`config.mk`:
```
export PLATFORM = sky130hd
export DESIGN_NAME = fmul_pipe
export DESIGN_NICKNAME = d
export VERILOG_FILES = /design/src/verilog/fpu_pkg.sv /design/src/verilog/fmul_pipe.sv
export SDC_FILE = /design/constraint.sdc
export NUM_CORES = 1
export LEC_CHECK = 0
export CAP_MARGIN = 10
export CORE_MARGIN = 2
export CORE_UTILIZATION = 50
export CTS_CLUSTER_DIAMETER = 50
export DETAILED_ROUTE_END_ITERATION = 16
export DONT_BUFFER_PORTS = 1
export PLACE_DENSITY = 0.72
export SYNTH_ARGS = -nofsm -noshare
export SYNTH_HDL_FRONTEND = slang
export SYNTH_SLANG_ARGS = --single-unit
```
`constraint.sdc`:
```
create_clock -name clk -period 9.1 [get_ports clk]
set_input_delay 2.275 -clock clk [delete_from_list [all_inputs] [get_ports clk]]
set_output_delay 2.275 -clock clk [all_outputs]
set_load 0.01 [all_outputs]
```
`src/verilog/fpu_pkg.sv`:
```
package fpu_pkg;

    //////////////////////////////
    // float fields

    typedef logic [31:0] float_t;   // ieee single precision word
    typedef logic [7:0]  exp_t;     // biased exponent
    typedef logic [22:0] mant_t;    // stored mantissa, hidden one dropped

    localparam exp_t EXP_BIAS = 8'd127;

    //////////////////////////////
    // operations

    typedef enum logic {
        OP_MUL = 1'b0,
        OP_DIV = 1'b1
    } fpu_op_t;

    //////////////////////////////
    // register map, word addresses

    localparam logic [3:0] REG_OPA      = 4'd0;
    localparam logic [3:0] REG_OPB      = 4'd1;
    localparam logic [3:0] REG_CMD      = 4'd2;
    localparam logic [3:0] REG_STATUS   = 4'd3;
    localparam logic [3:0] REG_RES_BASE = 4'd8;   // slot n at base + n

    // command word fields
    localparam int CMD_OP_BIT   = 0;
    localparam int CMD_SLOT_LSB = 4;   // slot in bits 7:4

endpackage

```
`src/verilog/fmul_pipe.sv`:
```
`timescale 1ns/1ps

module fmul_pipe import fpu_pkg::*; #(
    parameter  int N_SLOTS = 8,
    localparam int TAG_W   = (N_SLOTS > 1) ? $clog2(N_SLOTS) : 1
) (
    input  logic             clk,
    input  logic             rstn,
    input  logic             in_valid,
    input  float_t           x,
    input  float_t           y,
    input  logic [TAG_W-1:0] tag,
    output logic             out_valid,
    output float_t           res,
    output logic [TAG_W-1:0] out_tag
);

    logic  sx, sy;
    exp_t  ex, ey;
    mant_t mx, my;

    assign {sx, ex, mx} = x;
    assign {sy, ey, my} = y;

    //////////////////////////////
    // stage 1

    logic             s1_valid;
    logic [TAG_W-1:0] s1_tag;
    logic             s1_sign;
    logic             s1_zero;
    logic [8:0]       s1_esum;
    logic [47:0]      s1_prod;

    always_ff @(posedge clk) begin
        if (!rstn) begin
            s1_valid <= 1'b0;
        end else begin
            s1_valid <= in_valid;
        end
    end

    always_ff @(posedge clk) begin
        s1_tag  <= tag;
        s1_sign <= sx ^ sy;
        s1_zero <= (ex == '0) || (ey == '0);   // denormal or zero operand
        s1_esum <= {1'b0, ex} + {1'b0, ey};
        s1_prod <= {1'b1, mx} * {1'b1, my};
    end

    //////////////////////////////
    // stage 2

    logic signed [9:0] e_norm;
    mant_t             m_norm;
    float_t            res_d;

    always_comb begin
        e_norm = $signed({1'b0, s1_esum}) - $signed({2'b0, EXP_BIAS})
               + $signed({9'b0, s1_prod[47]});
        m_norm = s1_prod[47] ? s1_prod[46:24] : s1_prod[45:23];   // truncate
        if (s1_zero || e_norm <= 10'sd0) begin
            res_d = {s1_sign, 31'b0};
        end else if (e_norm >= 10'sd255) begin
            res_d = {s1_sign, 8'hff, m_norm};   // overflow, exponent saturates
        end else begin
            res_d = {s1_sign, e_norm[7:0], m_norm};
        end
    end

    always_ff @(posedge clk) begin
        if (!rstn) begin
            out_valid <= 1'b0;
        end else begin
            out_valid <= s1_valid;
        end
    end

    always_ff @(posedge clk) begin
        res     <= res_d;
        out_tag <= s1_tag;
    end

endmodule

```
-- After elaboration in Yosys (flattened, before gate mapping)
Index checks and enable logic that the tools add are counted.
- order comparisons: 2
- multiplexer cells: 2
- add/subtract/negate cells: 3
- reduce and logical (&&, ||, !) cells: 4
- bitwise operators: 1
- multiply operators: 1
- operators by type and width (kind ; number):
    24-bit by 24-bit multiplier with 48-bit output ; 1
    31-bit 2-to-1 mux ; 1
    23-bit 2-to-1 mux ; 1
    8-bit zero test ; 2
    10-bit by 2-bit adder with 10-bit output ; 1
    10-bit by 9-bit greater-or-equal comparator with 1-bit output, second input constant ; 1
    10-bit by 1-bit <= comparator with 1-bit output, second input constant ; 1
    9-bit by 7-bit subtractor with 10-bit output, second input constant ; 1
    8-bit by 8-bit adder with 9-bit output ; 1
    1-bit logical OR ; 2
    1-bit bitwise XOR ; 1
- output and inout bits: 36
- register bits: 99
- bits of input ports: 70

-- Longest topological paths before layout
Gate-level depths: netlist (run 1).
- depth in word-level cells: 4
- depth in mapped cells: 27
- mapped depth without buffers: 25

-- Worst setup path after synthesis (run 1)
No wires, ideal clock.
- kind: input to register
- start point: input port y[3]
- end point: register s1_prod[44]
- path buffers: 1
- stages on the path: 26
- data arrival time: 8.316 ns
- slack: 0.647 ns
- cells stage by stage: clkbuf_1 nand2_1 fa_1 inv_1 fa_1 inv_1 fa_1 inv_1 fa_1 inv_1 fa_1 inv_1 fa_1 inv_1 fa_1 inv_1 ha_1 o21ai_1 a21oi_1 a2111oi_4 a31o_4 a2111oi_4 o2111ai_2 a211oi_2 or2_1 o311ai_1
- word-level cells in the longest chain between the ends: 1
- RTL lines (what ; RTL line ; source):
    start: declaration ; fmul_pipe.sv:11 ; input float_t y,
    24-bit by 24-bit multiplier with 48-bit output ; fmul_pipe.sv:48 ; s1_prod <= {1'b1, mx} * {1'b1, my};
    end signal: assignment ; fmul_pipe.sv:48 ;
    end: declaration ; fmul_pipe.sv:33 ; logic [47:0] s1_prod;
No other way between the ends.
A chain may end at the register's enable or synchronous reset.

-- Final worst setup path (run 1)
- start point: input port x[7]
- end point: register s1_prod[44]
- word-level cells in the longest chain between the ends: 1
- RTL lines (what ; RTL line ; source):
    start: declaration ; fmul_pipe.sv:10 ; input float_t x,
    24-bit by 24-bit multiplier with 48-bit output ; fmul_pipe.sv:48 ;
No other way between the ends.

==> flow_metrics.tcl, run 1 <==
set metrics [dict create \
    max_clock_freq_ghz 0.116 \
    required_ns 9.31 \
    post_cts_buffers 0 \
    fillers 3712 \
    cts_sinks 76 \
    wire_per_inst_um 19.8 \
    critPathBufInv 7 \
    grt_use_total 0.266 \
    viasPerCell 5.40 \
    cts_buffer_depth 2 \
    gp_congestion 0.918 \
    syn_avg_cell_area_um2 9.13 \
    worstMarginPinSlew_ns 0.758 \
    ctsRootBufferMaster "clkbuf_16" \
    die_y_um 207 \
    multiInputGateArea_mm2 0.0165 \
    worst_setup_path_start_kind "input pin" \
    grt_pass1_vias 16642 \
    fin_nets 2907 \
    synthDistinctLibCells 56 \
    initial_core_util 0.505 \
    io_buffers 0 \
    status "completed" \
    drive_gt1_frac 0.0174 \
    synthTopCellsByCount "581 x inv_1, 482 x fa_1, 277 x nand2_1" \
    yosysWarnings 0 \
    design.core.area_mm2 0.0407 \
    arrival_ns 8.85 \
    yosysTopAreaCellShare 0.469 \
    path_clk_slew_ns 0.07 \
    detail_route.iter0.violations 969 \
    hp-class "register to register" \
    grt_max_degree 31 \
    worst-setup-path-type "input pin to register" \
    core.rowCount 74 \
    cts_made_buffers 9 \
    critPathMaxFanout 19 \
    cts_hold_buffers 0 \
    synthTopCellsByArea "fa_1 47%, ha_1 11%, inv_1 11%" \
    final_max_slew_viol_count 0 \
    synthFlopType "dfxtp_1" \
    crit_slowest_cell "fa_1" \
    syn_inst 2255 \
    die-area_mm2 0.0428 \
    max_slew_margin 0.490 \
    seq_area_frac_synth 0.0739 \
    overflow 0 \
    synth-async-reset-ratio 0 \
    grt_pass1_wl_um 86400 \
    synth_fp_nets 2986 \
    io_pins 106 \
    routed_wl_um 53600 \
    yosysMostFrequentCell "inv_1" \
    finalSetupViolations 0 \
    synth_seq_cells 76 \
    cts_max_level 3 \
    antenna_found_initial 1 \
    crit_family "adder cells" \
    synthToLayoutAreaGrowth_pct 3.17 \
    drtAntennaViolNets 0 \
    fin_crit_ns 8.64 \
    fin_crit_sh 0.949 \
    rsz0062_at_grt "no" \
    worstPathCellList "inv_1 > nor2_1 > fa_1 > inv_1 > fa_1 > inv_1 > fa_1 > inv_1 > fa_1 > inv_1 > fa_1 > fa_1 > inv_1 > fa_1 > inv_1 > ha_1 > nand2_1 > o31ai_1 > a41oi_2 > a2111oi_4 > o2111ai_2 > a211oi_2 > or2_1 > o311ai_1" \
    yosysTopAreaCell "fa_1" \
    max_cap_viol_count 0 \
    place_hpwl_um 42100 \
    dr.pass1.iters 7 \
    skew_ns 0.0105 \
    ctsResizeCount 0 \
    setup_tns_ns 0 \
    drc 0 \
    fp.dieW_um 207 \
    cts_tree "done" \
    max_stage_delay_ns 0.54 \
    hold_viol 0 \
    via_count 14639 \
    insertion_delay_ns 0.34 \
    syn_area_mm2 0.0206 \
    end_kind "register" \
    n_antenna_cell 0 \
    dpl.cell_count 2696 \
    stdcell_count 2713 \
    synth_edf_count 0 \
    regArea_mm2 0.00152 \
]
[sequential cells by signal, summed over array words and instances (netlist names)]
signal / flops
s1_esum: 9
s1_tag: 3
s1_valid: 1
res: 32
s1_sign: 1
out_tag: 3
out_valid: 1
s1_zero: 1
s1_prod: 25
[cell families after synthesis]
logic type | share of synthesized area
AO/OA/AOI/OAI | 0.0418
adder cells (fa/ha/maj) | 0.577
flip-flops | 0.0739
buffers and inverters | 0.124
AND/OR/NAND/NOR | 0.156
multiplexers | 0.0117
XOR/XNOR | 0.0153
[placed cells by master, fill, tap and decap left out, types with 13 or more instances in the layout]
cell type  count
a21o_1        17
a21oi_1       49
and2_1       239
dfxtp_1       76
fa_1         482
ha_1         179
inv_1        581
mux2i_1       24
nand2_1      277
nor2_1        73
o21ai_0       13
xnor2_1       23
xor2_1        13
[per-stage QoR]
step	hold slack (ns)	cell area, um2	utilization	setup WS [ns]
floorplan	0.310	20600	-	0.647
global placement	0.310	20900	0.514	0.395
detailed placement	0.313	20900	0.514	0.145
CTS	0.324	21200	0.521	0.528
global route	0.327	21200	0.521	0.248
finish	0.322	21200	0.521	0.461
[path summary, 6_finish.rpt]
path	startpoint	slack (ns)	end	depth (start not counted)
setup / recovery	x[7]	0.46	s1_prod[44]	24
hold / removal	s1_tag[2]	0.32	out_tag[2]	0
setup reg to reg	s1_prod[47]	5.95	res[20]	14
hold reg to reg	s1_tag[2]	0.32	out_tag[2]	0
[per-layer routing]
layer | wire, um | global-route usage
met5 | 0 | 0
met4 | 1750 | 0.0884
met3 | 4020 | 0.0454
met2 | 26900 | 0.463
met1 | 20900 | 0.338
[cell type report]
cell class	instances	share of cell area
clock buffer	12	0.0121
clock inverter	4	0.00153
inverter	583	0.103
multi-input combinational	1499	0.778
sequential	76	0.0716
tap	532	0.0313
timing repair buffer	7	0.00283
Power of run 1 is not shown: default switching activity piles up to over one toggle a cycle in this logic, so the estimate is an artifact.
==> inputs of run 2 (changes only) <==
- ABC_AREA: default -> 1
==> run 2 against run 1 <==
- maximum frequency grew 12%
- largest cell class unchanged
- non-clock buffer count decreased by 7
- register-to-register slack worse by 0.04 ns
==> flow_metrics.tcl, run 2 <==
set metrics [dict create \
    design.core.area_mm2 0.0433 \
    path_clk_slew_ns 0.05 \
    yosysTopAreaCell "fa_1" \
    cts_sinks 76 \
    fin_crit_ns 7.70 \
    fp.dieW_um 214 \
    max_cap_viol_count 0 \
    skew_ns 0.00760 \
    worst_setup_path_start_kind "input pin" \
    worst-setup-path-type "input pin to register" \
    max_slew_margin 0.540 \
    layout_commonest_cell "inv_1" \
    required_ns 9.32 \
    place_area_mm2 0.0224 \
    viasPerCell 5.06 \
    place_hpwl_um 46700 \
    gp_congestion 0.938 \
    synth-async-reset-ratio 0 \
    synthFlopType "dfxtp_1" \
    ctsResizeCount 0 \
    grt_pass1_wl_um 93200 \
    final_cell_mix "931 x inv_1, 730 x nand2_1, 482 x fa_1, 179 x ha_1, 116 x nor2_1" \
    io_buffers 0 \
    drc 0 \
    synthToLayoutAreaGrowth_pct 2.98 \
    synth_fp_nets 3612 \
    core.rowCount 76 \
    grt_use_total 0.262 \
    setup_tns_ns 0 \
    end_kind "register" \
    grt_max_degree 29 \
    max_clock_freq_ghz 0.130 \
    arrival_ns 7.92 \
    cts_buffer_depth 2 \
    top_register "res" \
    fillers 4115 \
    critPathMaxFanout 24 \
    seq_area_frac_synth 0.0691 \
    cts_max_level 3 \
    synth_seq_cells 76 \
    drtAntennaViolNets 0 \
    insertion_delay_ns 0.33 \
    synthTopCellsByArea "fa_1 44%, inv_1 16%, nand2_1 12%" \
    rsz0062_at_grt "no" \
    grt_pass1_vias 19118 \
    die-area_mm2 0.0457 \
    wire_per_inst_um 16.4 \
    syn_inst 2881 \
    hp-class "register to register" \
    antenna_found_initial 0 \
    routed_wl_um 55400 \
    initial_core_util 0.509 \
    io_pins 106 \
    detail_route.iter0.violations 1133 \
    top_regs "res: 32 flops, s1_prod: 25 flops, s1_esum: 9 flops" \
    die_y_um 214 \
    yosysTopAreaCellShare 0.438 \
    pre_cts_slack_ns 1.05 \
    dr.pass1.iters 8 \
    overflow 0 \
    cts_made_buffers 9 \
    cts_tree "done" \
    finalSetupViolations 0 \
    cts_hold_buffers 0 \
    setup_ws_ns 1.40 \
    via_count 17106 \
    fin_area_mm2 0.0227 \
    final_max_slew_viol_count 0 \
    status "completed" \
    worstMarginPinSlew_ns 0.688 \
    syn_area_mm2 0.0220 \
    ctsRootBufferMaster "clkbuf_16" \
    synthTopCellsByCount "931 x inv_1, 730 x nand2_1, 482 x fa_1" \
    synth_edf_count 0 \
    yosysMostFrequentCell "inv_1" \
    yosysWarnings 0 \
    syn_avg_cell_area_um2 7.64 \
    synthDistinctLibCells 32 \
    largest_reg_flops 32 \
    post_cts_buffers 0 \
    n_antenna_cell 0 \
    hold_viol 0 \
    fin_crit_sh 0.846 \
    fin_nets 3525 \
    drive_gt1_frac 0.00679 \
]
[run 2: cell types whose count changed in the layout (fill, tap and decap cells not counted), moves of 31 or more]
| cell | before | now |
|---|---|---|
| nand2_1 | 277 | 730 |
| inv_1 | 581 | 931 |
| o21ai_0 | 13 | 59 |
| and2_1 | 239 | 0 |
| nor2_1 | 73 | 116 |
| nand3_1 | 10 | 41 |
[run 2: worst paths after layout]
path / cells after the start / slack, ns / from / endpoint
min reg2reg: 0 / 0.33 / s1_tag[1] / out_tag[1]
min: 0 / 0.33 / s1_tag[1] / out_tag[1]
max reg2reg: 14 / 5.91 / s1_prod[47] / res[18]
max: 22 / 1.40 / x[16] / s1_prod[29]
[run 2: cells by family after synthesis]
kind of cell / after synthesis / share of synthesized area
buffers and inverters: 1031 / 0.177
and+or+nand+nor: 924 / 0.164
adders and majority gates: 661 / 0.540
AOI/OAI and AO/OA: 163 / 0.0405
DFF: 76 / 0.0691
xor gates and xnor gates: 26 / 0.0103
[run 2: cell type report]
| type | instances | area [um2] | area share |
|---|---|---|---|
| multi-input cells | 1774 | 16600 | 0.733 |
| inverters | 933 | 3500 | 0.155 |
| flip-flops and latches | 76 | 1520 | 0.0671 |
| well taps | 585 | 732 | 0.0323 |
| clock buffers | 12 | 246 | 0.0109 |
| clock inverters | 2 | 60.1 | 0.00265 |
[run 2: critical path, cell delays in order]
cell     delay (ns)
nand2_1        0.05
inv_1          0.05
fa_1           0.50
fa_1           0.57
inv_1          0.07
fa_1           0.53
inv_1          0.05
fa_1           0.50
inv_1          0.06
fa_1           0.56
inv_1          0.06
fa_1           0.48
inv_1          0.05
fa_1           0.48
inv_1          0.04
ha_1           0.31
nand2_1        0.09
o21ai_0        0.28
a21oi_1        0.15
o21ai_0        0.37
nor2_1         0.12
xnor2_1        0.27
[run 2: through the flow]
step	instances	hold slack (ns)	util
finish	3382	0.327	0.524
detailed placement	3368	0.315	0.517
global placement	3368	0.315	0.517
floorplan	2881	0.310	-
CTS	3382	0.331	0.524
global route	3382	0.333	0.524
[run 2: per-layer routing]
metal	part of all wire	wire length (um)	global-route usage	vias to the layer above
li1	-	-	-	7910
met1	0.40	22300	0.324	8476
met2	0.51	28100	0.473	581
met3	0.054	2970	0.0312	139
met4	0.036	2000	0.0917	0
met5	0	0	0	-
Power of run 2 is left out for the same reason.
