--- src/verilog/fpu_pkg.sv ---
package fpu_pkg;

    //////////////////////////////
    // float fields

    typedef logic [31:0] float_t;   // ieee single precision word
    typedef logic [7:0]  exp_t;     // biased exponent
    typedef logic [22:0] mant_t;    // stored mantissa, hidden one dropped

    localparam exp_t EXP_BIAS = 8'd127;

    //////////////////////////////
    // operations

    typedef enum logic {
        OP_MUL = 1'b0,
        OP_DIV = 1'b1
    } fpu_op_t;

    //////////////////////////////
    // register map, word addresses

    localparam logic [3:0] REG_OPA      = 4'd0;
    localparam logic [3:0] REG_OPB      = 4'd1;
    localparam logic [3:0] REG_CMD      = 4'd2;
    localparam logic [3:0] REG_STATUS   = 4'd3;
    localparam logic [3:0] REG_RES_BASE = 4'd8;   // slot n at base + n

    // command word fields
    localparam int CMD_OP_BIT   = 0;
    localparam int CMD_SLOT_LSB = 4;   // slot in bits 7:4

endpackage

--- src/verilog/fpu_wb_regs.sv ---
`timescale 1ns/1ps

module fpu_wb_regs import fpu_pkg::*; #(
    parameter  int N_SLOTS = 8,
    localparam int TAG_W   = (N_SLOTS > 1) ? $clog2(N_SLOTS) : 1
) (
    input  logic             clk,
    input  logic             rstn,
    // wishbone classic slave
    input  logic             wb_cyc,
    input  logic             wb_stb,
    input  logic             wb_we,
    input  logic [3:0]       wb_adr,
    input  float_t           wb_dat_i,
    output float_t           wb_dat_o,
    output logic             wb_ack,
    // issue to the pipelines
    output float_t           opa,
    output float_t           opb,
    output logic [TAG_W-1:0] issue_tag,
    output logic             mul_issue,
    output logic             div_issue,
    // result write port
    input  logic             wr_en,
    input  logic [TAG_W-1:0] wr_tag,
    input  float_t           wr_data
);

    logic             req;
    logic             wr_req;
    logic             cmd_wr;
    fpu_op_t          cmd_op;
    logic [TAG_W-1:0] cmd_slot;
    logic [3:0]       res_off;
    logic [N_SLOTS-1:0] status;   // new result not yet reissued
    float_t           mem [N_SLOTS];
    float_t           rd_data;

    assign req      = wb_cyc & wb_stb & ~wb_ack;   // one transfer per ack
    assign wr_req   = req & wb_we;
    assign cmd_wr   = wr_req & (wb_adr == REG_CMD);
    assign cmd_op   = fpu_op_t'(wb_dat_i[CMD_OP_BIT]);
    assign cmd_slot = wb_dat_i[CMD_SLOT_LSB +: TAG_W];
    assign res_off  = wb_adr - REG_RES_BASE;

    //////////////////////////////
    // control

    always_ff @(posedge clk) begin
        if (!rstn) begin
            wb_ack    <= 1'b0;
            mul_issue <= 1'b0;
            div_issue <= 1'b0;
            status    <= '0;
        end else begin
            wb_ack    <= req;
            mul_issue <= cmd_wr & (cmd_op == OP_MUL);
            div_issue <= cmd_wr & (cmd_op == OP_DIV);
            if (wr_en) begin
                status[wr_tag] <= 1'b1;
            end
            if (cmd_wr) begin
                status[cmd_slot] <= 1'b0;   // reissue wins over a late finish
            end
        end
    end

    //////////////////////////////
    // data

    always_ff @(posedge clk) begin
        if (wr_req && wb_adr == REG_OPA) begin
            opa <= wb_dat_i;
        end
        if (wr_req && wb_adr == REG_OPB) begin
            opb <= wb_dat_i;
        end
        if (cmd_wr) begin
            issue_tag <= cmd_slot;
        end
        if (req && !wb_we) begin
            wb_dat_o <= rd_data;   // held for the ack cycle
        end
    end

    always_ff @(posedge clk) begin
        if (wr_en) begin
            mem[wr_tag] <= wr_data;
        end
    end

    always_comb begin
        rd_data = '0;
        if (wb_adr >= REG_RES_BASE) begin
            rd_data = mem[res_off[TAG_W-1:0]];
        end else begin
            case (wb_adr)
                REG_OPA:    rd_data = opa;
                REG_OPB:    rd_data = opb;
                REG_STATUS: rd_data[N_SLOTS-1:0] = status;
                default:    rd_data = '0;   // command is write only
            endcase
        end
    end

endmodule

--- config.mk ---
export PLATFORM = sky130hd
export DESIGN_NAME = fpu_wb_regs
export DESIGN_NICKNAME = d
export VERILOG_FILES = /design/src/verilog/fpu_pkg.sv /design/src/verilog/fpu_wb_regs.sv
export SDC_FILE = /design/constraint.sdc
export NUM_CORES = 1
export LEC_CHECK = 0
export ABC_CLOCK_PERIOD_IN_PS = 3900
export BUFFER_PORTS_ARGS = -buffer_cell sky130_fd_sc_hd__buf_2
export CAP_MARGIN = 15
export CORE_MARGIN = 8
export CORE_UTILIZATION = 52
export DETAILED_ROUTE_END_ITERATION = 8
export PLACE_DENSITY = 0.76
export SLEW_MARGIN = 0
export SYNTH_ARGS = -nofsm -noshare
export SYNTH_HDL_FRONTEND = slang
export SYNTH_SLANG_ARGS = --single-unit
--- constraint.sdc ---
create_clock -name clk -period 3.9 [get_ports clk]
set_clock_uncertainty 0.15 [all_clocks]
set_input_delay 0.39 -clock clk [delete_from_list [all_inputs] [get_ports clk]]
set_output_delay 0.39 -clock clk [all_outputs]
set_load 0.02 [all_outputs]
# After elaboration in Yosys (flattened, before gate mapping)
# Memories as Yosys holds them, arrays and structs flattened.
# Index checks and enable logic that the tools add are counted.
classes:
  addsub: 1
  magnitude_cmp: 5
  n_eq_ne: 3
  muxes: 12
  bitwise: 11
  reduce_logical: 7
ops:
  columns: ["operator", "count"]
  rows:
  - ["case mux 24 bit (2 select lines)", 1]
  - ["two-way mux 32 bit", 1]
  - ["two-way mux 8 bit", 3]
  - ["case mux 8 bit (3 select lines)", 1]
  - ["AND 8 bit", 1]
  - ["== test 4 x 2 -> 1 bit (second input constant)", 2]
  - ["less-than comparator 3 x 4 -> 1 bit (second input constant)", 2]
  - ["NOT 8 bit", 1]
  - ["bitwise OR 8 bit", 1]
  - ["AND 1 bit", 6]
  - ["demux 1 bit (select 3 bit)", 2]
  - ["greater-or-equal comparator 3 x 1 -> 1 bit (second input constant)", 2]
  - ["logical AND 1 bit", 5]
  - ["== test 4 x 1 -> 1 bit (second input constant)", 1]
  - ["greater-or-equal comparator 4 bit (second input constant)", 1]
  - ["logical NOT 4 bit", 1]
  - ["two-way mux 1 bit", 4]
  - ["subtractor 3 x 1 -> 3 bit (second input constant)", 1]
  - ["NOT 1 bit", 2]
  - ["logical NOT 1 bit", 1]
totals:
  register_bits: 110
  mem_bits_rw: 256
  input_bits: 77
  out_inout_bits: 102
  word_cells: 48
  n_memories: 1
mem_list:
  columns: ["memory", "depth", "width", "rd", "rd_clocked_by_memory_dff", "write_ports", "line", "source"]
  rows:
  - ["mem", 8, 32, 1, 0, 1, "fpu_wb_regs.sv:36", "float_t mem [N_SLOTS];"]

# Longest topological paths before layout
# Gate-level depths: netlist of run 1.
logic_depth:
  word_depth: 9
  depth_mapped: 8
  depth_no_buf: 4

# Least setup slack after synthesis of run 1
# No wires, ideal clock.
synth_path:
  path_kind: "input port to flip-flop"
  start: "in wb_adr[3]"
  end: "reg opb[0] (enable)"
  t_arrival_ps: 3527
  t_required_ps: 3282
  path_slack_ps: -245
  path_stages: 5
  path_buffers: 2
  path_cell_list: "buf_2 > nor2_2 > buf_2 > nand3_1 > nor3b_1"
synth_between:
  elab_chain_len: 2
synth_rtl:
  columns: ["element", "line", "source"]
  rows:
  - ["from (decl)", "fpu_wb_regs.sv:13", "input logic [3:0] wb_adr,"]
  - ["== test 4 x 1 -> 1 bit", "fpu_wb_regs.sv:75", "if (wr_req && wb_adr == REG_OPB) begin"]
  - ["logical AND 1 bit", "fpu_wb_regs.sv:75", null]
  - ["to (signal assigned)", "fpu_wb_regs.sv:76", "opb <= wb_dat_i;"]
  - ["to (decl)", "fpu_wb_regs.sv:19", "output float_t opb,"]
# No other way between the ends.
# A chain may end at the register's enable or synchronous reset.

# Worst setup path after layout of run 1
layout_path:
  start: "in wb_adr[0]"
  end: "reg wb_dat_o[13] (data pin)"
layout_between:
  elab_chain_len: 3
  word_cells_on_any_way: 7
layout_rtl:
  columns: ["element", "line", "source"]
  rows:
  - ["subtractor 3 x 1 -> 3 bit, or another cell as far along", "fpu_wb_regs.sv:44", "assign res_off = wb_adr - REG_RES_BASE;"]
  - ["memory read (8 x 32 bit) / case mux 24 bit (2 select lines) (equally long branches)", null, null]
  - ["two-way mux 32 bit (*)", "fpu_wb_regs.sv:94", "if (wb_adr >= REG_RES_BASE) begin"]
  - ["named net rd_data[13]", "fpu_wb_regs.sv:37", "float_t rd_data;"]
  - ["to (signal assigned)", "fpu_wb_regs.sv:82", "wb_dat_o <= rd_data;"]
  - ["to (decl)", "fpu_wb_regs.sv:15", "output float_t wb_dat_o,"]
# The timed path passes the listed nets; every way through them passes the cells marked *.

==> metrics.yaml, run 1 <==
yosys.area.top_type: "edfxtp_1"
async_reset_ff_frac: 0
final_nets: 992
min_path_type: "primary input to flop"
maxCapViolations: 0
wirelength_mm: 31.3
clk_path_buf_depth: 3
core_area_sq_um: 26100
fin_crit_ps: 2210
synthTopCellsByArea: "edfxtp_1 77%, mux4_2 8.5%, mux2_2 2.2%, mux2i_1 2.1%, a22oi_1 1.7%"
synth_flop_cell: "edfxtp_1"
io_pins: 179
portBuffers: 178
fillCellCount: 1727
cp.required_ps: 4000
syn-num-nets: 756
critical_path_class: "primary input to flop"
arrival_ps: 2310
setup_ws_ps: 1690
postLayoutCoreUtil: 0.639
ant_nets: 0
max_freq_mhz: 452
slew_viol_final: 0
root_buffer: "clkbuf_16"
cp-start-kind: "primary input"
cts_num_sinks: 366
post_dp_cell_area_sq_um: 15200
cts_max_level: 2
grt_max_degree: 69
cts.repair.resized: 0
drc_errors: 0
synth.cell_area_sq_um: 13800
synth_cell_types: 33
endpoint_kind: "flop"
num_rows: 59
area_delta_synth_final_pct: 20.5
ys_warn_count: 0
ir_drop_mv: 0.275
numCtsBuffers: 35
die_w_um: 179
netlist_instances: 679
ys_ff_latch: 366
layout-drive-gt1-share: 0.364
grt-ovfl-total: 0
hold_viol_final: 0
insertion_delay_ps: 510
first_pass_iters: 5
rsz0062_at_grt: "false"
dp_cells: 1176
postLayoutCellArea_sq_um: 16700
synth_edf_count: 355
crit_path_top_delay_cell: "buf_6"
p_per_area_nw_per_um2: 490
path_clk_slew_ps: 60
period_share: 0.567
antenna_found_initial: 6
die_y_um: 179
grt_pass1_wl_mm: 46.1
p_leak_nw: 5.78
crit_path_cell_trace: "buf_6 -> buf_12 -> mux2_2 -> a22oi_1 -> o22ai_1 -> o21a_1"
synth-seq-area-share: 0.787
status: "completed"
hpwlAfterDp_mm: 19.2
vias: 7442
yosysTopAreaCellShare: 0.771
synth.most_common_cell: "edfxtp_1"
place.gp.congestion: 0.792
grt_pass1_vias: 7615
relSlewSlack: 0.248
wl_per_cell_um: 24.6
worstPathMaxFanout: 68
synthTopCellsByCount: "355 x edfxtp_1, 52 x mux4_2, 32 x a22oi_1"
finalSetupTns_ps: 0
cts_tree: "yes"
max_stage_delay_ps: 630
start_util: 0.531
dieArea_sq_um: 32100
post-place-ws_ps: 1170
worst_pin_slew_ps: 1120
avgSynthCellArea_sq_um: 20.4
via_per_inst: 5.84
track_usage: 0.193
setup_viol: 0
instances_no_fill: 1275
drt_iter0_drc: 844
==> power by group <==
part	leakage, nW	switching (mW)	internal, mW	total, mW
clock	0.543	1.32	1.91	3.23
sequential	3.31	0.0281	4.43	4.46
combinational	1.92	0.278	0.201	0.479
total	5.78	1.63	6.54	8.17
==> sequential cells by signal (all words and copies together) (netlist names) <==
register	cells
status	8
opa	32
mem	256
mul_issue	1
wb_dat_o	32
opb	32
issue_tag	3
wb_ack	1
div_issue	1
==> cells in the final DEF, fill, tap and decap left out, types with 18 or more instances in the layout <==
| master | instances |
|---|---|
| mux2_2 | 27 |
| edfxtp_1 | 355 |
| o21ai_0 | 19 |
| mux2i_1 | 29 |
| a22oi_1 | 32 |
| buf_4 | 19 |
| clkbuf_16 | 37 |
| mux4_2 | 52 |
| buf_2 | 176 |
| nand2_1 | 22 |
| dlygate4sd3_1 | 37 |
| a21oi_1 | 18 |
==> critical path, delay by kind of cell <==
family / cells / cell delay (ps)
buffers and inverters: 2 / 940
AOI/OAI and AO/OA: 3 / 530
muxes: 1 / 360
==> stage by stage <==
stage | hold slack (ps) | power [mW]
after global routing | 6.41 | 8.41
after CTS | 0.835 | 8.21
final | 10.4 | 8.17
after global placement | 373 | 4.97
after detailed placement | 381 | 4.99
after floorplan | 312 | 4.80
==> cell families (layout without fill, tap and decap cells) <==
family                 after synthesis  after routing  synth area share
AO/OA/AOI/OAI                      104            104            0.0463
buffers and inverters               40            298            0.0164
flip-flops                         366            366             0.787
multiplexers                       108            108             0.128
other                                0              3                 0
AND/OR/NAND/NOR                     61             61            0.0231
==> metal layers <==
metal	share of wire	wire, um	GRT usage	vias to the layer above
li1	-	-	-	3256
met1	0.42	13200	0.270	3793
met2	0.48	15100	0.311	337
met3	0.079	2470	0.0312	50
met4	0.019	606	0.0564	6
met5	0.00080	25	0	-
==> layout make-up <==
class / instances / area (sq um) / area share
clock buffers: 52 / 1040 / 0.0625
diodes: 3 / 7.51 / 0.000451
well taps: 335 / 419 / 0.0252
multi-input cells: 273 / 2810 / 0.169
inverters: 5 / 18.8 / 0.00113
clock inverters: 7 / 57.6 / 0.00345
flip-flops and latches: 366 / 10900 / 0.653
repair buffers: 234 / 1430 / 0.0855
==> worst paths after layout <==
| path | endpoint | slack, ps | from | depth (start not counted) |
|---|---|---|---|---|
| min | mem[5][29]$_DFFE_PP_ | 10 | wr_data[29] | 1 |
| max reg2reg | opa[20]$_DFFE_PP_ | 1730 | wb_ack$_SDFF_PN0_ | 4 |
| max | wb_dat_o[13]$_DFFE_PP_ | 1690 | wb_adr[0] | 6 |
| min reg2reg | status[6]$_SDFF_PN0_ | 400 | status[6]$_SDFF_PN0_ | 2 |
==> timing repair <==
| action | 4_1_cts | 5_1_grt |
|---|---|---|
| hold buffers | 37 | 0 |
| buffers inserted | 0 | 0 |
| endpoints found under the hold margin | 113 | 0 |
Note: power is estimated with default switching activity, not from simulation.
==> inputs of run 2 (changes only) <==
- ABC_AREA: default -> 1
- ABC_CLOCK_PERIOD_IN_PS: 3900 -> 1950
- PLACE_DENSITY: 0.76 -> 0.75
- clock period: 3.9 -> 1.95 ns (I/O delays scaled with it)
==> run 2 against run 1 <==
Effect of this change:
- synthesized cell count is 84% higher
- first-iteration DRC count increased by 23%
- die area grew 5.7%
- critical endpoint is now mul_issue$_SDFF_PN0_
- largest cell class unchanged
- highest routed layer is now met4
==> metrics.yaml, run 2 <==
status: "completed"
io_pins: 179
hold_viol_final: 0
start_util: 0.529
postLayoutCoreUtil: 0.650
top_register: "mem"
relSlewSlack: 0.229
grt_pass1_wl_mm: 57.5
path_clk_slew_ps: 60
die_w_um: 184
synth.most_common_cell: "nand2_1"
track_usage: 0.218
yosysTopAreaCellShare: 0.725
syn-num-nets: 1324
crit_path_cell_trace: "inv_2 -> nand4_1 -> buf_4 -> nor2_8 -> inv_2 -> nor3_1 -> dlygate4sd3_1"
dp_cells: 1773
final_nets: 1581
insertion_delay_ps: 510
crit_buf_inv: 4
final_common_cell: "nand2_1"
worstPathMaxFanout: 10
cp.required_ps: 2250
cp-start-kind: "flop"
yosys.area.top_type: "edfxtp_1"
endpoint_kind: "flop"
antenna_found_initial: 1
post-place-ws_ps: -157
synth-seq-area-share: 0.740
min_path_type: "primary input to flop"
p_leak_nw: 7.22
slew_viol_final: 0
p_per_area_nw_per_um2: 932
avgSynthCellArea_sq_um: 11.8
grt-ovfl-total: 0
maxCapViolations: 0
wl_per_cell_um: 19.6
first_pass_iters: 5
holdWs_ps: 61.7
async_reset_ff_frac: 0
dieArea_sq_um: 33900
layout-drive-gt1-share: 0.188
clk_path_buf_depth: 3
grt_pass1_vias: 10600
synth.cell_area_sq_um: 14700
fillCellCount: 1994
max_freq_mhz: 542
synth_flop_cell: "edfxtp_1"
ys_warn_count: 0
place.gp.congestion: 0.852
portBuffers: 178
via_per_inst: 5.42
setup_ws_ps: 105
vias: 10300
crit_path_top_delay_cell: "dlygate4sd3_1"
critPathMostFrequentCell: "inv_2"
synth_edf_count: 355
ys_ff_latch: 366
drc_errors: 0
cts_max_level: 2
rsz0062_at_grt: "false"
hpwlAfterDp_mm: 22.4
cts_num_sinks: 366
fin_crit_ps: 1850
wirelength_mm: 37.3
setup_viol: 0
drt_iter0_drc: 1037
ant_nets: 0
crit_family: "buffers and inverters"
synth_cell_types: 25
area_delta_synth_final_pct: 22.9
period_share: 0.946
largest_reg_flops: 256
numCtsBuffers: 37
critical_path_class: "flop to flop"
final_cell_mix: "504 x nand2_1, 355 x edfxtp_1, 177 x nand3_1, 177 x buf_2, 70 x dlygate4sd3_1"
worst_pin_slew_ps: 1150
grt_max_degree: 99
instances_no_fill: 1905
arrival_ps: 2140
core_area_sq_um: 27800
max_stage_delay_ps: 570
ir_drop_mv: 0.757
netlist_instances: 1247
root_buffer: "clkbuf_16"
cts_tree: "yes"
die_y_um: 184
synthTopCellsByArea: "edfxtp_1 73%, nand2_1 13%, nand3_1 6.0%, dfxtp_1 1.5%, inv_1 1.2%"
cts_setup_buffers: 0
num_rows: 61
synthTopCellsByCount: "504 x nand2_1, 355 x edfxtp_1, 177 x nand3_1"
==> run 2: metrics by stage <==
step / cell area (sq um) / TNS, ps / power, mW
after floorplan: 14700 / -80810 / 9.68
after global placement: 16200 / -1410 / 10.1
after detailed placement: 16200 / -2000 / 10.1
after CTS: 18100 / 0 / 16.9
after global routing: 18100 / 0 / 17.3
final: 18100 / 0 / 16.8
==> run 2: cells by family (layout without fill, tap and decap cells) <==
family,count (synthesis),in the layout,synth area share
simple gates,732,732,0.208
compound gates,32,32,0.0109
buf+inv,117,396,0.0409
flops,366,366,0.740
other cells,0,1,0
==> run 2: tightest hold or removal path, stage by stage <==
cell	delay, ps
buf_2	90
nor2_1	70
a21oi_1	130
nor2_1	50
o21ai_1	80
inv_1	60
==> run 2: where the power goes <==
group          internal, mW  total (mW)  switching, mW  leakage, nW
clock network          3.94        6.74           2.79        0.555
registers              8.85        8.91         0.0524         3.32
logic                 0.401        1.18          0.783         3.34
total                  13.2        16.8           3.63         7.22
==> run 2: area by class of cell <==
| cell class | count | area [sq um] | area share |
|---|---|---|---|
| diodes | 1 | 2.50 | 0.000139 |
| clock buffers | 47 | 1020 | 0.0563 |
| clock inverters | 14 | 131 | 0.00728 |
| multi-input cells | 764 | 3300 | 0.183 |
| repair buffers | 284 | 2050 | 0.114 |
| flip-flops and latches | 366 | 10900 | 0.603 |
| well taps | 378 | 473 | 0.0262 |
| inverters | 51 | 191 | 0.0106 |
==> run 2: what timing repair did <==
item	in CTS	in global routing
endpoints found under the setup margin	0	1
resized for setup	0	0
endpoints found under the hold margin	334	0
hold buffers	70	0
==> run 2: worst paths after layout <==
path	from	to	slack, ps	cells past startpoint
max	wb_ack$_SDFF_PN0_	mul_issue$_SDFF_PN0_	100	7
min	wr_tag[0]	status[4]$_SDFF_PN0_	60	6
max reg2reg	wb_ack$_SDFF_PN0_	mul_issue$_SDFF_PN0_	100	7
min reg2reg	status[6]$_SDFF_PN0_	status[6]$_SDFF_PN0_	400	2
==> run 2: metal layers <==
metal | part of all wire | GRT usage | routed length [um]
met5 | 0 | 0 | 0
met4 | 0.034 | 0.0904 | 1260
met2 | 0.51 | 0.379 | 19100
met1 | 0.37 | 0.265 | 14000
met3 | 0.081 | 0.0376 | 3010
