File: src/verilog/fpu_pkg.sv
package fpu_pkg;

    //////////////////////////////
    // float fields

    typedef logic [31:0] float_t;   // ieee single precision word
    typedef logic [7:0]  exp_t;     // biased exponent
    typedef logic [22:0] mant_t;    // stored mantissa, hidden one dropped

    localparam exp_t EXP_BIAS = 8'd127;

    //////////////////////////////
    // operations

    typedef enum logic {
        OP_MUL = 1'b0,
        OP_DIV = 1'b1
    } fpu_op_t;

    //////////////////////////////
    // register map, word addresses

    localparam logic [3:0] REG_OPA      = 4'd0;
    localparam logic [3:0] REG_OPB      = 4'd1;
    localparam logic [3:0] REG_CMD      = 4'd2;
    localparam logic [3:0] REG_STATUS   = 4'd3;
    localparam logic [3:0] REG_RES_BASE = 4'd8;   // slot n at base + n

    // command word fields
    localparam int CMD_OP_BIT   = 0;
    localparam int CMD_SLOT_LSB = 4;   // slot in bits 7:4

endpackage

File: src/verilog/result_arbiter.sv
`timescale 1ns/1ps

module result_arbiter import fpu_pkg::*; #(
    parameter  int N_SLOTS = 8,
    localparam int TAG_W   = (N_SLOTS > 1) ? $clog2(N_SLOTS) : 1
) (
    input  logic             clk,
    input  logic             rstn,
    input  logic             mul_valid,
    input  logic [TAG_W-1:0] mul_tag,
    input  float_t           mul_res,
    input  logic             div_valid,
    input  logic [TAG_W-1:0] div_tag,
    input  float_t           div_res,
    output logic             wr_en,
    output logic [TAG_W-1:0] wr_tag,
    output float_t           wr_data
);

    // requester 0 is the multiplier, 1 the divider
    logic [1:0]       in_v;
    logic [TAG_W-1:0] in_tag [2];
    float_t           in_res [2];

    logic [1:0]       hold_v;
    logic [TAG_W-1:0] hold_tag [2];
    float_t           hold_res [2];

    logic [TAG_W-1:0] cand_tag [2];
    float_t           cand_res [2];
    logic [1:0]       req, grant, load;
    logic             rr;   // divider has priority when set

    assign in_v      = {div_valid, mul_valid};
    assign in_tag[0] = mul_tag;
    assign in_tag[1] = div_tag;
    assign in_res[0] = mul_res;
    assign in_res[1] = div_res;

    always_comb begin
        for (int i = 0; i < 2; i++) begin
            cand_tag[i] = hold_v[i] ? hold_tag[i] : in_tag[i];   // held result goes first
            cand_res[i] = hold_v[i] ? hold_res[i] : in_res[i];
        end
        req      = hold_v | in_v;
        grant[0] = req[0] & (~req[1] | ~rr);
        grant[1] = req[1] & (~req[0] | rr);
        load     = in_v & (hold_v | ~grant);   // live result not written now
    end

    assign wr_en   = |req;
    assign wr_tag  = grant[1] ? cand_tag[1] : cand_tag[0];
    assign wr_data = grant[1] ? cand_res[1] : cand_res[0];

    always_ff @(posedge clk) begin
        if (!rstn) begin
            hold_v <= '0;
            rr     <= 1'b0;
        end else begin
            hold_v <= (hold_v & ~grant) | load;
            if (&req) begin
                rr <= ~rr;   // loser wins the next conflict
            end
        end
    end

    always_ff @(posedge clk) begin
        for (int i = 0; i < 2; i++) begin
            if (load[i]) begin
                hold_tag[i] <= in_tag[i];
                hold_res[i] <= in_res[i];
            end
        end
    end

endmodule
File: config.mk
export PLATFORM = sky130hd
export DESIGN_NAME = result_arbiter
export DESIGN_NICKNAME = d
export VERILOG_FILES = /design/src/verilog/fpu_pkg.sv /design/src/verilog/result_arbiter.sv
export SDC_FILE = /design/constraint.sdc
export NUM_CORES = 1
export LEC_CHECK = 0
export BUFFER_PORTS_ARGS = -buffer_cell sky130_fd_sc_hd__buf_4
export CAP_MARGIN = 10
export CORE_MARGIN = 8
export CORE_UTILIZATION = 25
export DETAILED_ROUTE_END_ITERATION = 12
export PLACE_DENSITY = 0.56
export SLEW_MARGIN = 10
export SYNTH_ARGS = -nofsm -noshare
export SYNTH_HDL_FRONTEND = slang
export SYNTH_SLANG_ARGS = --single-unit
File: constraint.sdc
create_clock -name clk -period 2.7 [get_ports clk]
set_input_delay 0.405 -clock clk [delete_from_list [all_inputs] [get_ports clk]]
set_output_delay 0.405 -clock clk [all_outputs]
set_load 0.03 [all_outputs]
# After elaboration in Yosys (flattened, before gate mapping)
# Memories as Yosys holds them, arrays and structs flattened.
# Index checks and enable logic that the tools add are counted.
# op_classes
reduce_logical	2
mux	10
n_bitwise	13
# op_table
cell	count
2-to-1 mux 32 bit	3
2-to-1 mux 3 bit	3
bitwise OR 2 bit	3
bitwise AND 2 bit	2
2-to-1 mux 1 bit	4
inverter 1 bit	3
bitwise AND 1 bit	2
inverter 2 bit	1
bitwise OR 1 bit	2
AND reduction 2 bit	1
OR reduction 2 bit	1
# totals
reg_bits	3
ram_bits	70
input_bits	74
n_memories	2
# mem_list
memory	words	word_bits	rd	rd_clocked_by_memory_dff	wr	line	text
hold_res	2	32	2	0	2	result_arbiter.sv:27	float_t hold_res [2];
hold_tag	2	3	2	0	2	result_arbiter.sv:26	logic [TAG_W-1:0] hold_tag [2];

# Depth between registers and ports, before layout
# Gate-level depths: netlist of run 1.
# logic_depth
word_depth	9
ltp_mapped	5
ltp_nobuf	3

# Worst setup path after synthesis of run 1
# No wires, ideal clock.
# synth_timing
kind	register to register
startpoint	reg hold_v[0]
endpoint	mem hold_res[0][0] in the netlist's numbering (enable)
stages_incl_launch_ff	6
period_less_slack_ns	2.249
setup_ns	0.394
arrival_time_ns	1.855
slack_ns	0.451
n_path_buf	2
required_time_ns	2.306
cell_sequence	dfxtp_1 > clkbuf_2 > o21ba_4 > nor2_8 > buf_12 > o21a_1
# synth_rtl
element	line	text
start, declared	result_arbiter.sv:25	logic [1:0] hold_v;
start signal, assigned	result_arbiter.sv:60	hold_v <= (hold_v & ~grant) | load;
end, declared	result_arbiter.sv:27	

# Worst setup path after layout of run 1
# layout_timing
startpoint	reg hold_v[0]
endpoint	out wr_data[23]
# layout_via
elab_chain_len	5
elab_cells_between_ends	6
# layout_rtl
element	line	text
bitwise OR 2 bit	result_arbiter.sv:45	req = hold_v | in_v;
inverter 1 bit	result_arbiter.sv:47	grant[1] = req[1] & (~req[0] | rr);
bitwise OR 1 bit	result_arbiter.sv:47	
bitwise AND 1 bit	result_arbiter.sv:47	
2-to-1 mux 32 bit (*)	result_arbiter.sv:53	assign wr_data = grant[1] ? cand_res[1] : cand_res[0];
end, declared	result_arbiter.sv:17	output float_t wr_data
# Every way passes the cells marked *; elsewhere a longest branch is shown, timed or not.

==> impl_metrics.xml, run 1 <==
<?xml version="1.0" encoding="UTF-8"?>
<metrics>
  <group name="sta">
    <metric name="max_slew_margin" unit="%">63.04</metric>
    <metric name="drv_slew" unit="">0</metric>
    <metric name="grt_setup_unrepaired" unit="">false</metric>
    <metric name="clock_skew" unit="ns">0.008906</metric>
    <metric name="worst_slew_pin_tran" unit="ns">0.5544</metric>
    <metric name="hold_viol" unit="">0</metric>
    <metric name="finalWorstPathRequiredPeriod" unit="ns">2.442</metric>
    <metric name="fmax" unit="MHz">409.4</metric>
    <metric name="setup_viol" unit="">0</metric>
    <metric name="final.period_utilization" unit="%">90.46</metric>
    <metric name="setup_total_negative_slack" unit="ns">0</metric>
  </group>
  <group name="global_route">
    <metric name="globalRoute.totalOverflow" unit="">0</metric>
    <metric name="first_global_vias" unit="">2356</metric>
    <metric name="largest_net_degree_at_the_start_of_global_routing" unit="">28</metric>
    <metric name="grt_pass1_wl" unit="mm">12.91</metric>
    <metric name="antenna_found_initial" unit="">0</metric>
    <metric name="groute.usage.overall" unit="%">9.342</metric>
  </group>
  <group name="finish">
    <metric name="post_layout_net_count" unit="">395</metric>
    <metric name="finish.instance_area" unit="um^2">4766</metric>
    <metric name="area_delta_synth_final" unit="%">38.06</metric>
    <metric name="fin_util" unit="%">34.87</metric>
    <metric name="share_of_post_route_cells_with_drive_strength_above_1" unit="%">42.33</metric>
    <metric name="antennaDiodeCount" unit="">0</metric>
  </group>
  <group name="clock_tree">
    <metric name="hold_buffers" unit="">0</metric>
    <metric name="insertion_delay" unit="ns">0.33</metric>
    <metric name="cts.sinks" unit="">73</metric>
    <metric name="htree_depth" unit="">3</metric>
    <metric name="post_cts_buffers" unit="">0</metric>
    <metric name="cts_root_buffer" unit="">sky130_fd_sc_hd__clkbuf_16</metric>
    <metric name="ctsResizeCount" unit="">0</metric>
    <metric name="tritoncts" unit="">done</metric>
    <metric name="cts_max_path_buffers" unit="">2</metric>
    <metric name="tritoncts.num_buffers" unit="">9</metric>
    <metric name="cts.reportedPaths.clkPinSlew" unit="ns">0.06</metric>
  </group>
  <group name="logic_synthesis">
    <metric name="ys_ff_latch" unit="">73</metric>
    <metric name="syn_avg_cell_area" unit="um^2">16.76</metric>
    <metric name="yosys.cell_types.count" unit="">16</metric>
    <metric name="post_synthesis_instance_total" unit="">206</metric>
    <metric name="post_synth_instance_area" unit="um^2">3452</metric>
    <metric name="synth.yosys.seq_area_share" unit="%">62.63</metric>
    <metric name="synthesis.nets" unit="">280</metric>
    <metric name="yosys_warnings" unit="">0</metric>
  </group>
  <group name="hold_path">
    <metric name="hold_path_class" unit="">primary input to flip-flop</metric>
  </group>
  <group name="power">
    <metric name="max_ir_drop_vdd" unit="V">0.0002979</metric>
    <metric name="power_leakage" unit="nW">1.766</metric>
    <metric name="powerDensity" unit="nW/um^2">658.3</metric>
    <metric name="report.power.total" unit="mW">3.138</metric>
  </group>
  <group name="place">
    <metric name="place.detailed.hpwl" unit="mm">6.055</metric>
    <metric name="portBuffers" unit="">109</metric>
    <metric name="gp_congestion" unit="">0.6973</metric>
    <metric name="placement.cell_area" unit="um^2">4466</metric>
  </group>
  <group name="setup_path">
    <metric name="critical_path.startpoint_type" unit="">flip-flop</metric>
    <metric name="timing.critical_path.fanout_max" unit="">20</metric>
    <metric name="critPathRequiredTime" unit="ns">2.30</metric>
    <metric name="criticalPathCategory" unit="">flip-flop to output pin</metric>
    <metric name="critPathCaptureType" unit="">output pin</metric>
    <metric name="crit_arrival" unit="ns">2.04</metric>
  </group>
  <group name="drt">
    <metric name="wl" unit="mm">8.096</metric>
    <metric name="drt.antenna.violating_nets" unit="">0</metric>
    <metric name="routedWlPerCell" unit="um">16.00</metric>
    <metric name="drt_pre_antenna_iters" unit="">4</metric>
    <metric name="route.detailed.vias_per_inst" unit="">4.196</metric>
    <metric name="post-route-drc-count" unit="">0</metric>
    <metric name="initialDrtViolationCount" unit="">105</metric>
    <metric name="routed-via-count" unit="">2123</metric>
  </group>
  <group name="die">
    <metric name="area_of_the_die" unit="um^2">17820</metric>
    <metric name="die_w" unit="um">133.5</metric>
    <metric name="floorplan.io_pins" unit="">110</metric>
    <metric name="rows" unit="">43</metric>
    <metric name="start_util" unit="%">25.26</metric>
    <metric name="die_y" unit="um">133.5</metric>
    <metric name="fp.coreArea" unit="um^2">13670</metric>
  </group>
  <group name="outcome">
    <metric name="status" unit="">completed</metric>
  </group>
  <group name="flow_run">
    <metric name="max_cap_viols" unit="">0</metric>
  </group>
</metrics>
[critical path, stage by stage, from the launching register on]
cell	delay, ns
sky130_fd_sc_hd__dfxtp_2	0.48
sky130_fd_sc_hd__o21ba_4	0.32
sky130_fd_sc_hd__nor2_8	0.09
sky130_fd_sc_hd__buf_4	0.33
sky130_fd_sc_hd__mux2i_1	0.28
sky130_fd_sc_hd__buf_4	0.19
[layer usage]
| layer | wire (um) | GRT usage, % |
|---|---|---|
| met2 | 3729 | 13.99 |
| met4 | 100 | 3.182 |
| met1 | 3597 | 11.41 |
| met3 | 669 | 4.593 |
| met5 | 0 | 0 |
[metrics by stage]
step | hold WS (ns) | worst slack, ns | std cells
4_1_cts | 0.2360 | 0.1997 | 506
3_3_place_gp | 0.4717 | 0.6194 | 490
3_5_place_dp | 0.4804 | 0.5661 | 490
6_report | 0.2571 | 0.2575 | 506
2_1_floorplan | 0.4637 | 0.4507 | 206
5_1_grt | 0.2357 | 0.1038 | 506
[cells by family (layout without fill, tap and decap cells)]
family	after synthesis	in the layout	synth area share [%]
AO/OA/AOI/OAI	9	9	2.102
buffers and inverters	13	133	3.479
AND/OR/NAND/NOR	6	6	1.341
multiplexers	105	105	30.45
flip-flops	73	73	62.63
[path summary, 6_finish.rpt]
check | from | endpoint | slack [ns] | cells past startpoint
min | mul_res[29] | hold_res[0][29]$_DFFE_PP_ | 0.26 | 1
min reg2reg | rr$_SDFFE_PN0P_ | hold_v[0]$_SDFF_PN0_ | 0.48 | 2
max | hold_v[0]$_SDFF_PN0_ | wr_data[23] | 0.26 | 5
max reg2reg | hold_v[0]$_SDFF_PN0_ | hold_res[0][22]$_DFFE_PP_ | 0.65 | 3
[synth_stat cells]
master	number	share of area, %
sky130_fd_sc_hd__clkbuf_2	1	0.14
sky130_fd_sc_hd__dfxtp_1	3	1.7
sky130_fd_sc_hd__o21a_1	2	0.43
sky130_fd_sc_hd__buf_12	3	1.7
sky130_fd_sc_hd__buf_2	5	0.72
sky130_fd_sc_hd__edfxtp_1	70	61
sky130_fd_sc_hd__nor2_1	1	0.11
sky130_fd_sc_hd__nor2_8	1	0.58
sky130_fd_sc_hd__o21ba_4	1	0.47
sky130_fd_sc_hd__o21ai_1	2	0.29
sky130_fd_sc_hd__mux2i_1	105	30
sky130_fd_sc_hd__nor2_4	1	0.33
sky130_fd_sc_hd__nand2_1	3	0.33
sky130_fd_sc_hd__buf_4	4	0.87
sky130_fd_sc_hd__o221ai_1	1	0.25
sky130_fd_sc_hd__a21boi_1	3	0.65
[sequential cells by signal, summed over array words and instances (netlist names)]
name and count:
hold_res 64, hold_tag 6, hold_v 2, rr 1
[area by class of cell]
cell class	instances	area, um^2
fillers	1373	8900
flip-flops and latches	73	2165
multi-input cells	120	1172
repair buffers	117	903.4
clock buffers	13	260.3
well taps	180	225.2
clock inverters	3	40.04
[layout by cell type (no fill, tap or decap), types with 3 or more instances in the layout]
cell type,count
sky130_fd_sc_hd__nand2_1,3
sky130_fd_sc_hd__clkbuf_16,9
sky130_fd_sc_hd__edfxtp_1,70
sky130_fd_sc_hd__a21boi_1,3
sky130_fd_sc_hd__mux2i_1,105
sky130_fd_sc_hd__buf_4,115
[power by group]
group	total [mW]	internal [mW]	switching, mW
sequential	1.34	1.32	0.0201
combinational	0.606	0.266	0.339
clock	1.19	0.763	0.427
total	3.14	2.35	0.787
Power figures use the tool's default switching activity.
==> inputs of run 2 (changes only) <==
Settings changed: ABC_AREA set to 1, CORE_MARGIN 8 to 2, CORE_UTILIZATION 25 to 35, PLACE_DENSITY 0.56 to 0.7.
==> impl_metrics.xml, run 2 <==
<?xml version="1.0" encoding="UTF-8"?>
<metrics>
  <group name="setup_path">
    <metric name="critPathRequiredTime" unit="ns">2.30</metric>
    <metric name="crit_arrival" unit="ns">1.96</metric>
    <metric name="cpLargestDelayFamily" unit="">simple AND/OR/NAND/NOR gates</metric>
    <metric name="cp_slowest_cell" unit="">sky130_fd_sc_hd__dfxtp_2</metric>
    <metric name="critPathCaptureType" unit="">output pin</metric>
    <metric name="critical_path.startpoint_type" unit="">flip-flop</metric>
    <metric name="cp_cell_sequence" unit="">nor2_2, inv_2, nand2_2, nand2_4, buf_12, nand2_1, o21ai_1, buf_4</metric>
    <metric name="timing.critical_path.fanout_max" unit="">40</metric>
    <metric name="criticalPathCategory" unit="">flip-flop to output pin</metric>
    <metric name="path_buf_inv" unit="">3</metric>
    <metric name="critical-path-max-stage-delay" unit="ns">0.49</metric>
  </group>
  <group name="clock_tree">
    <metric name="post_cts_buffers" unit="">0</metric>
    <metric name="hold_buffers" unit="">0</metric>
    <metric name="tritoncts.num_buffers" unit="">9</metric>
    <metric name="htree_depth" unit="">3</metric>
    <metric name="cts_root_buffer" unit="">sky130_fd_sc_hd__clkbuf_8</metric>
    <metric name="ctsResizeCount" unit="">0</metric>
    <metric name="cts.reportedPaths.clkPinSlew" unit="ns">0.08</metric>
    <metric name="tritoncts" unit="">done</metric>
    <metric name="cts.sinks" unit="">73</metric>
    <metric name="cts_max_path_buffers" unit="">2</metric>
    <metric name="insertion_delay" unit="ns">0.34</metric>
  </group>
  <group name="sta">
    <metric name="finalWorstPathRequiredPeriod" unit="ns">2.367</metric>
    <metric name="drv_slew" unit="">0</metric>
    <metric name="hold-worst-slack" unit="ns">0.2485</metric>
    <metric name="worst_slew_pin_tran" unit="ns">0.6354</metric>
    <metric name="setup_total_negative_slack" unit="ns">0</metric>
    <metric name="max_slew_margin" unit="%">57.64</metric>
    <metric name="hold_viol" unit="">0</metric>
    <metric name="final.period_utilization" unit="%">87.67</metric>
    <metric name="setup_viol" unit="">0</metric>
    <metric name="clock_skew" unit="ns">0.007410</metric>
    <metric name="fmax" unit="MHz">422.4</metric>
    <metric name="grt_setup_unrepaired" unit="">false</metric>
  </group>
  <group name="place">
    <metric name="portBuffers" unit="">109</metric>
    <metric name="dp.cells" unit="">553</metric>
    <metric name="gp_congestion" unit="">0.7450</metric>
    <metric name="place.detailed.hpwl" unit="mm">5.672</metric>
  </group>
  <group name="logic_synthesis">
    <metric name="post_synth_instance_area" unit="um^2">3447</metric>
    <metric name="ys_ff_latch" unit="">73</metric>
    <metric name="netlist.top_cell.by_area" unit="">sky130_fd_sc_hd__edfxtp_1</metric>
    <metric name="synthesis.nets" unit="">397</metric>
    <metric name="yosys_warnings" unit="">0</metric>
    <metric name="synth-async-reset-ratio" unit="%">0</metric>
    <metric name="synth_top_cells_by_count" unit="">142 x sky130_fd_sc_hd__nand2_1, 70 x sky130_fd_sc_hd__edfxtp_1, 35 x sky130_fd_sc_hd__mux2i_1</metric>
    <metric name="post_synthesis_instance_total" unit="">323</metric>
    <metric name="synthDominantCellAreaShare" unit="%">60.98</metric>
    <metric name="synthMostInstantiatedCell" unit="">sky130_fd_sc_hd__nand2_1</metric>
    <metric name="yosys.cell_types.count" unit="">20</metric>
    <metric name="yosys-top-cells-area" unit="">sky130_fd_sc_hd__edfxtp_1 61%, sky130_fd_sc_hd__nand2_1 15%, sky130_fd_sc_hd__mux2i_1 10%</metric>
    <metric name="synth_enable_flop_cells" unit="">70</metric>
    <metric name="yosys_most_used_dff" unit="">sky130_fd_sc_hd__edfxtp_1</metric>
    <metric name="synth.yosys.seq_area_share" unit="%">62.72</metric>
    <metric name="syn_avg_cell_area" unit="um^2">10.67</metric>
  </group>
  <group name="drt">
    <metric name="routed-via-count" unit="">2610</metric>
    <metric name="wl" unit="mm">7.976</metric>
    <metric name="route.detailed.vias_per_inst" unit="">4.587</metric>
    <metric name="drt_pre_antenna_iters" unit="">4</metric>
    <metric name="post-route-drc-count" unit="">0</metric>
    <metric name="routedWlPerCell" unit="um">14.02</metric>
    <metric name="drt.antenna.violating_nets" unit="">0</metric>
    <metric name="initialDrtViolationCount" unit="">106</metric>
  </group>
  <group name="finish">
    <metric name="largest_register_ff_count" unit="">64</metric>
    <metric name="registers.top_by_ff_count" unit="">hold_res</metric>
    <metric name="final_common_cell" unit="">sky130_fd_sc_hd__nand2_1</metric>
    <metric name="fin_cells" unit="">569</metric>
    <metric name="share_of_post_route_cells_with_drive_strength_above_1" unit="%">31.88</metric>
    <metric name="layout.cells.most_common_list" unit="">142 x sky130_fd_sc_hd__nand2_1, 114 x sky130_fd_sc_hd__buf_4, 70 x sky130_fd_sc_hd__edfxtp_1</metric>
    <metric name="fin_util" unit="%">46.85</metric>
    <metric name="area_delta_synth_final" unit="%">31.62</metric>
    <metric name="largestRegisters" unit="">hold_res (64), hold_tag (6), hold_v (2)</metric>
    <metric name="post_layout_net_count" unit="">505</metric>
    <metric name="antennaDiodeCount" unit="">0</metric>
  </group>
  <group name="die">
    <metric name="die_w" unit="um">103.2</metric>
    <metric name="die_y" unit="um">103.2</metric>
    <metric name="area_of_the_die" unit="um^2">10660</metric>
    <metric name="fp.coreArea" unit="um^2">9684</metric>
    <metric name="start_util" unit="%">35.59</metric>
    <metric name="floorplan.io_pins" unit="">110</metric>
    <metric name="rows" unit="">36</metric>
  </group>
  <group name="power">
    <metric name="power_leakage" unit="nW">1.931</metric>
    <metric name="powerDensity" unit="nW/um^2">595.0</metric>
    <metric name="max_ir_drop_vdd" unit="V">0.0002888</metric>
  </group>
  <group name="global_route">
    <metric name="first_global_vias" unit="">2581</metric>
    <metric name="grt_pass1_wl" unit="mm">12.27</metric>
    <metric name="largest_net_degree_at_the_start_of_global_routing" unit="">41</metric>
    <metric name="globalRoute.totalOverflow" unit="">0</metric>
    <metric name="groute.usage.overall" unit="%">15.06</metric>
    <metric name="antenna_found_initial" unit="">0</metric>
  </group>
  <group name="flow_run">
    <metric name="max_cap_viols" unit="">0</metric>
  </group>
  <group name="outcome">
    <metric name="status" unit="">completed</metric>
  </group>
  <group name="hold_path">
    <metric name="hold_path_class" unit="">primary input to flip-flop</metric>
  </group>
</metrics>
==> run 2: cells by family (layout without fill, tap and decap cells) <==
group / count (synthesis) / count (layout) / synth area share (%)
AO/OA/AOI/OAI: 41 / 41 / 6.098
buffers and inverters: 25 / 138 / 4.283
flip-flops: 73 / 73 / 62.72
multiplexers: 35 / 35 / 10.16
AND/OR/NAND/NOR: 149 / 149 / 16.73
==> run 2: final timing paths <==
| kind | from | endpoint | slack [ns] | cells past startpoint |
|---|---|---|---|---|
| setup / recovery | hold_v[0]$_SDFF_PN0_ | wr_data[0] | 0.33 | 8 |
| hold / removal | div_res[13] | hold_res[0][45]$_DFFE_PP_ | 0.25 | 1 |
| setup reg to reg | hold_v[0]$_SDFF_PN0_ | hold_tag[0][3]$_DFFE_PP_ | 0.62 | 6 |
| hold reg to reg | rr$_SDFFE_PN0P_ | rr$_SDFFE_PN0P_ | 0.48 | 2 |
==> run 2: through the flow <==
step,total power [mW],setup slack [ns],instance area (um^2)
after floorplan,1.738,0.6410,3447
after global placement,1.990,0.5754,4372
after detailed placement,2.002,0.4978,4372
after CTS,2.738,0.2161,4534
after global routing,2.830,0.1619,4537
final,2.699,0.3328,4537
==> run 2: per-layer routing <==
layer  share of wire (%)  up-vias  global-route usage (%)
met1                  44     1219                   18.86
li1                    -     1318                       -
met2                  51       64                   25.72
met5                   0        -                       0
met3                 3.7        9                   3.763
met4                 1.3        0                   4.757
==> run 2: final cells by class <==
type / count / area, um^2
fill: 906 / 5147
sequential: 73 / 2165
multi-input combinational: 225 / 1139
timing repair buffer: 115 / 875.8
tap: 133 / 166.4
clock buffer: 10 / 127.6
clock inverter: 6 / 35.03
inverter: 7 / 28.78
==> run 2: power by group <==
part | internal (mW) | switching (mW)
clock network | 0.328 | 0.404
registers | 1.31 | 0.0170
logic | 0.255 | 0.384
total | 1.89 | 0.805
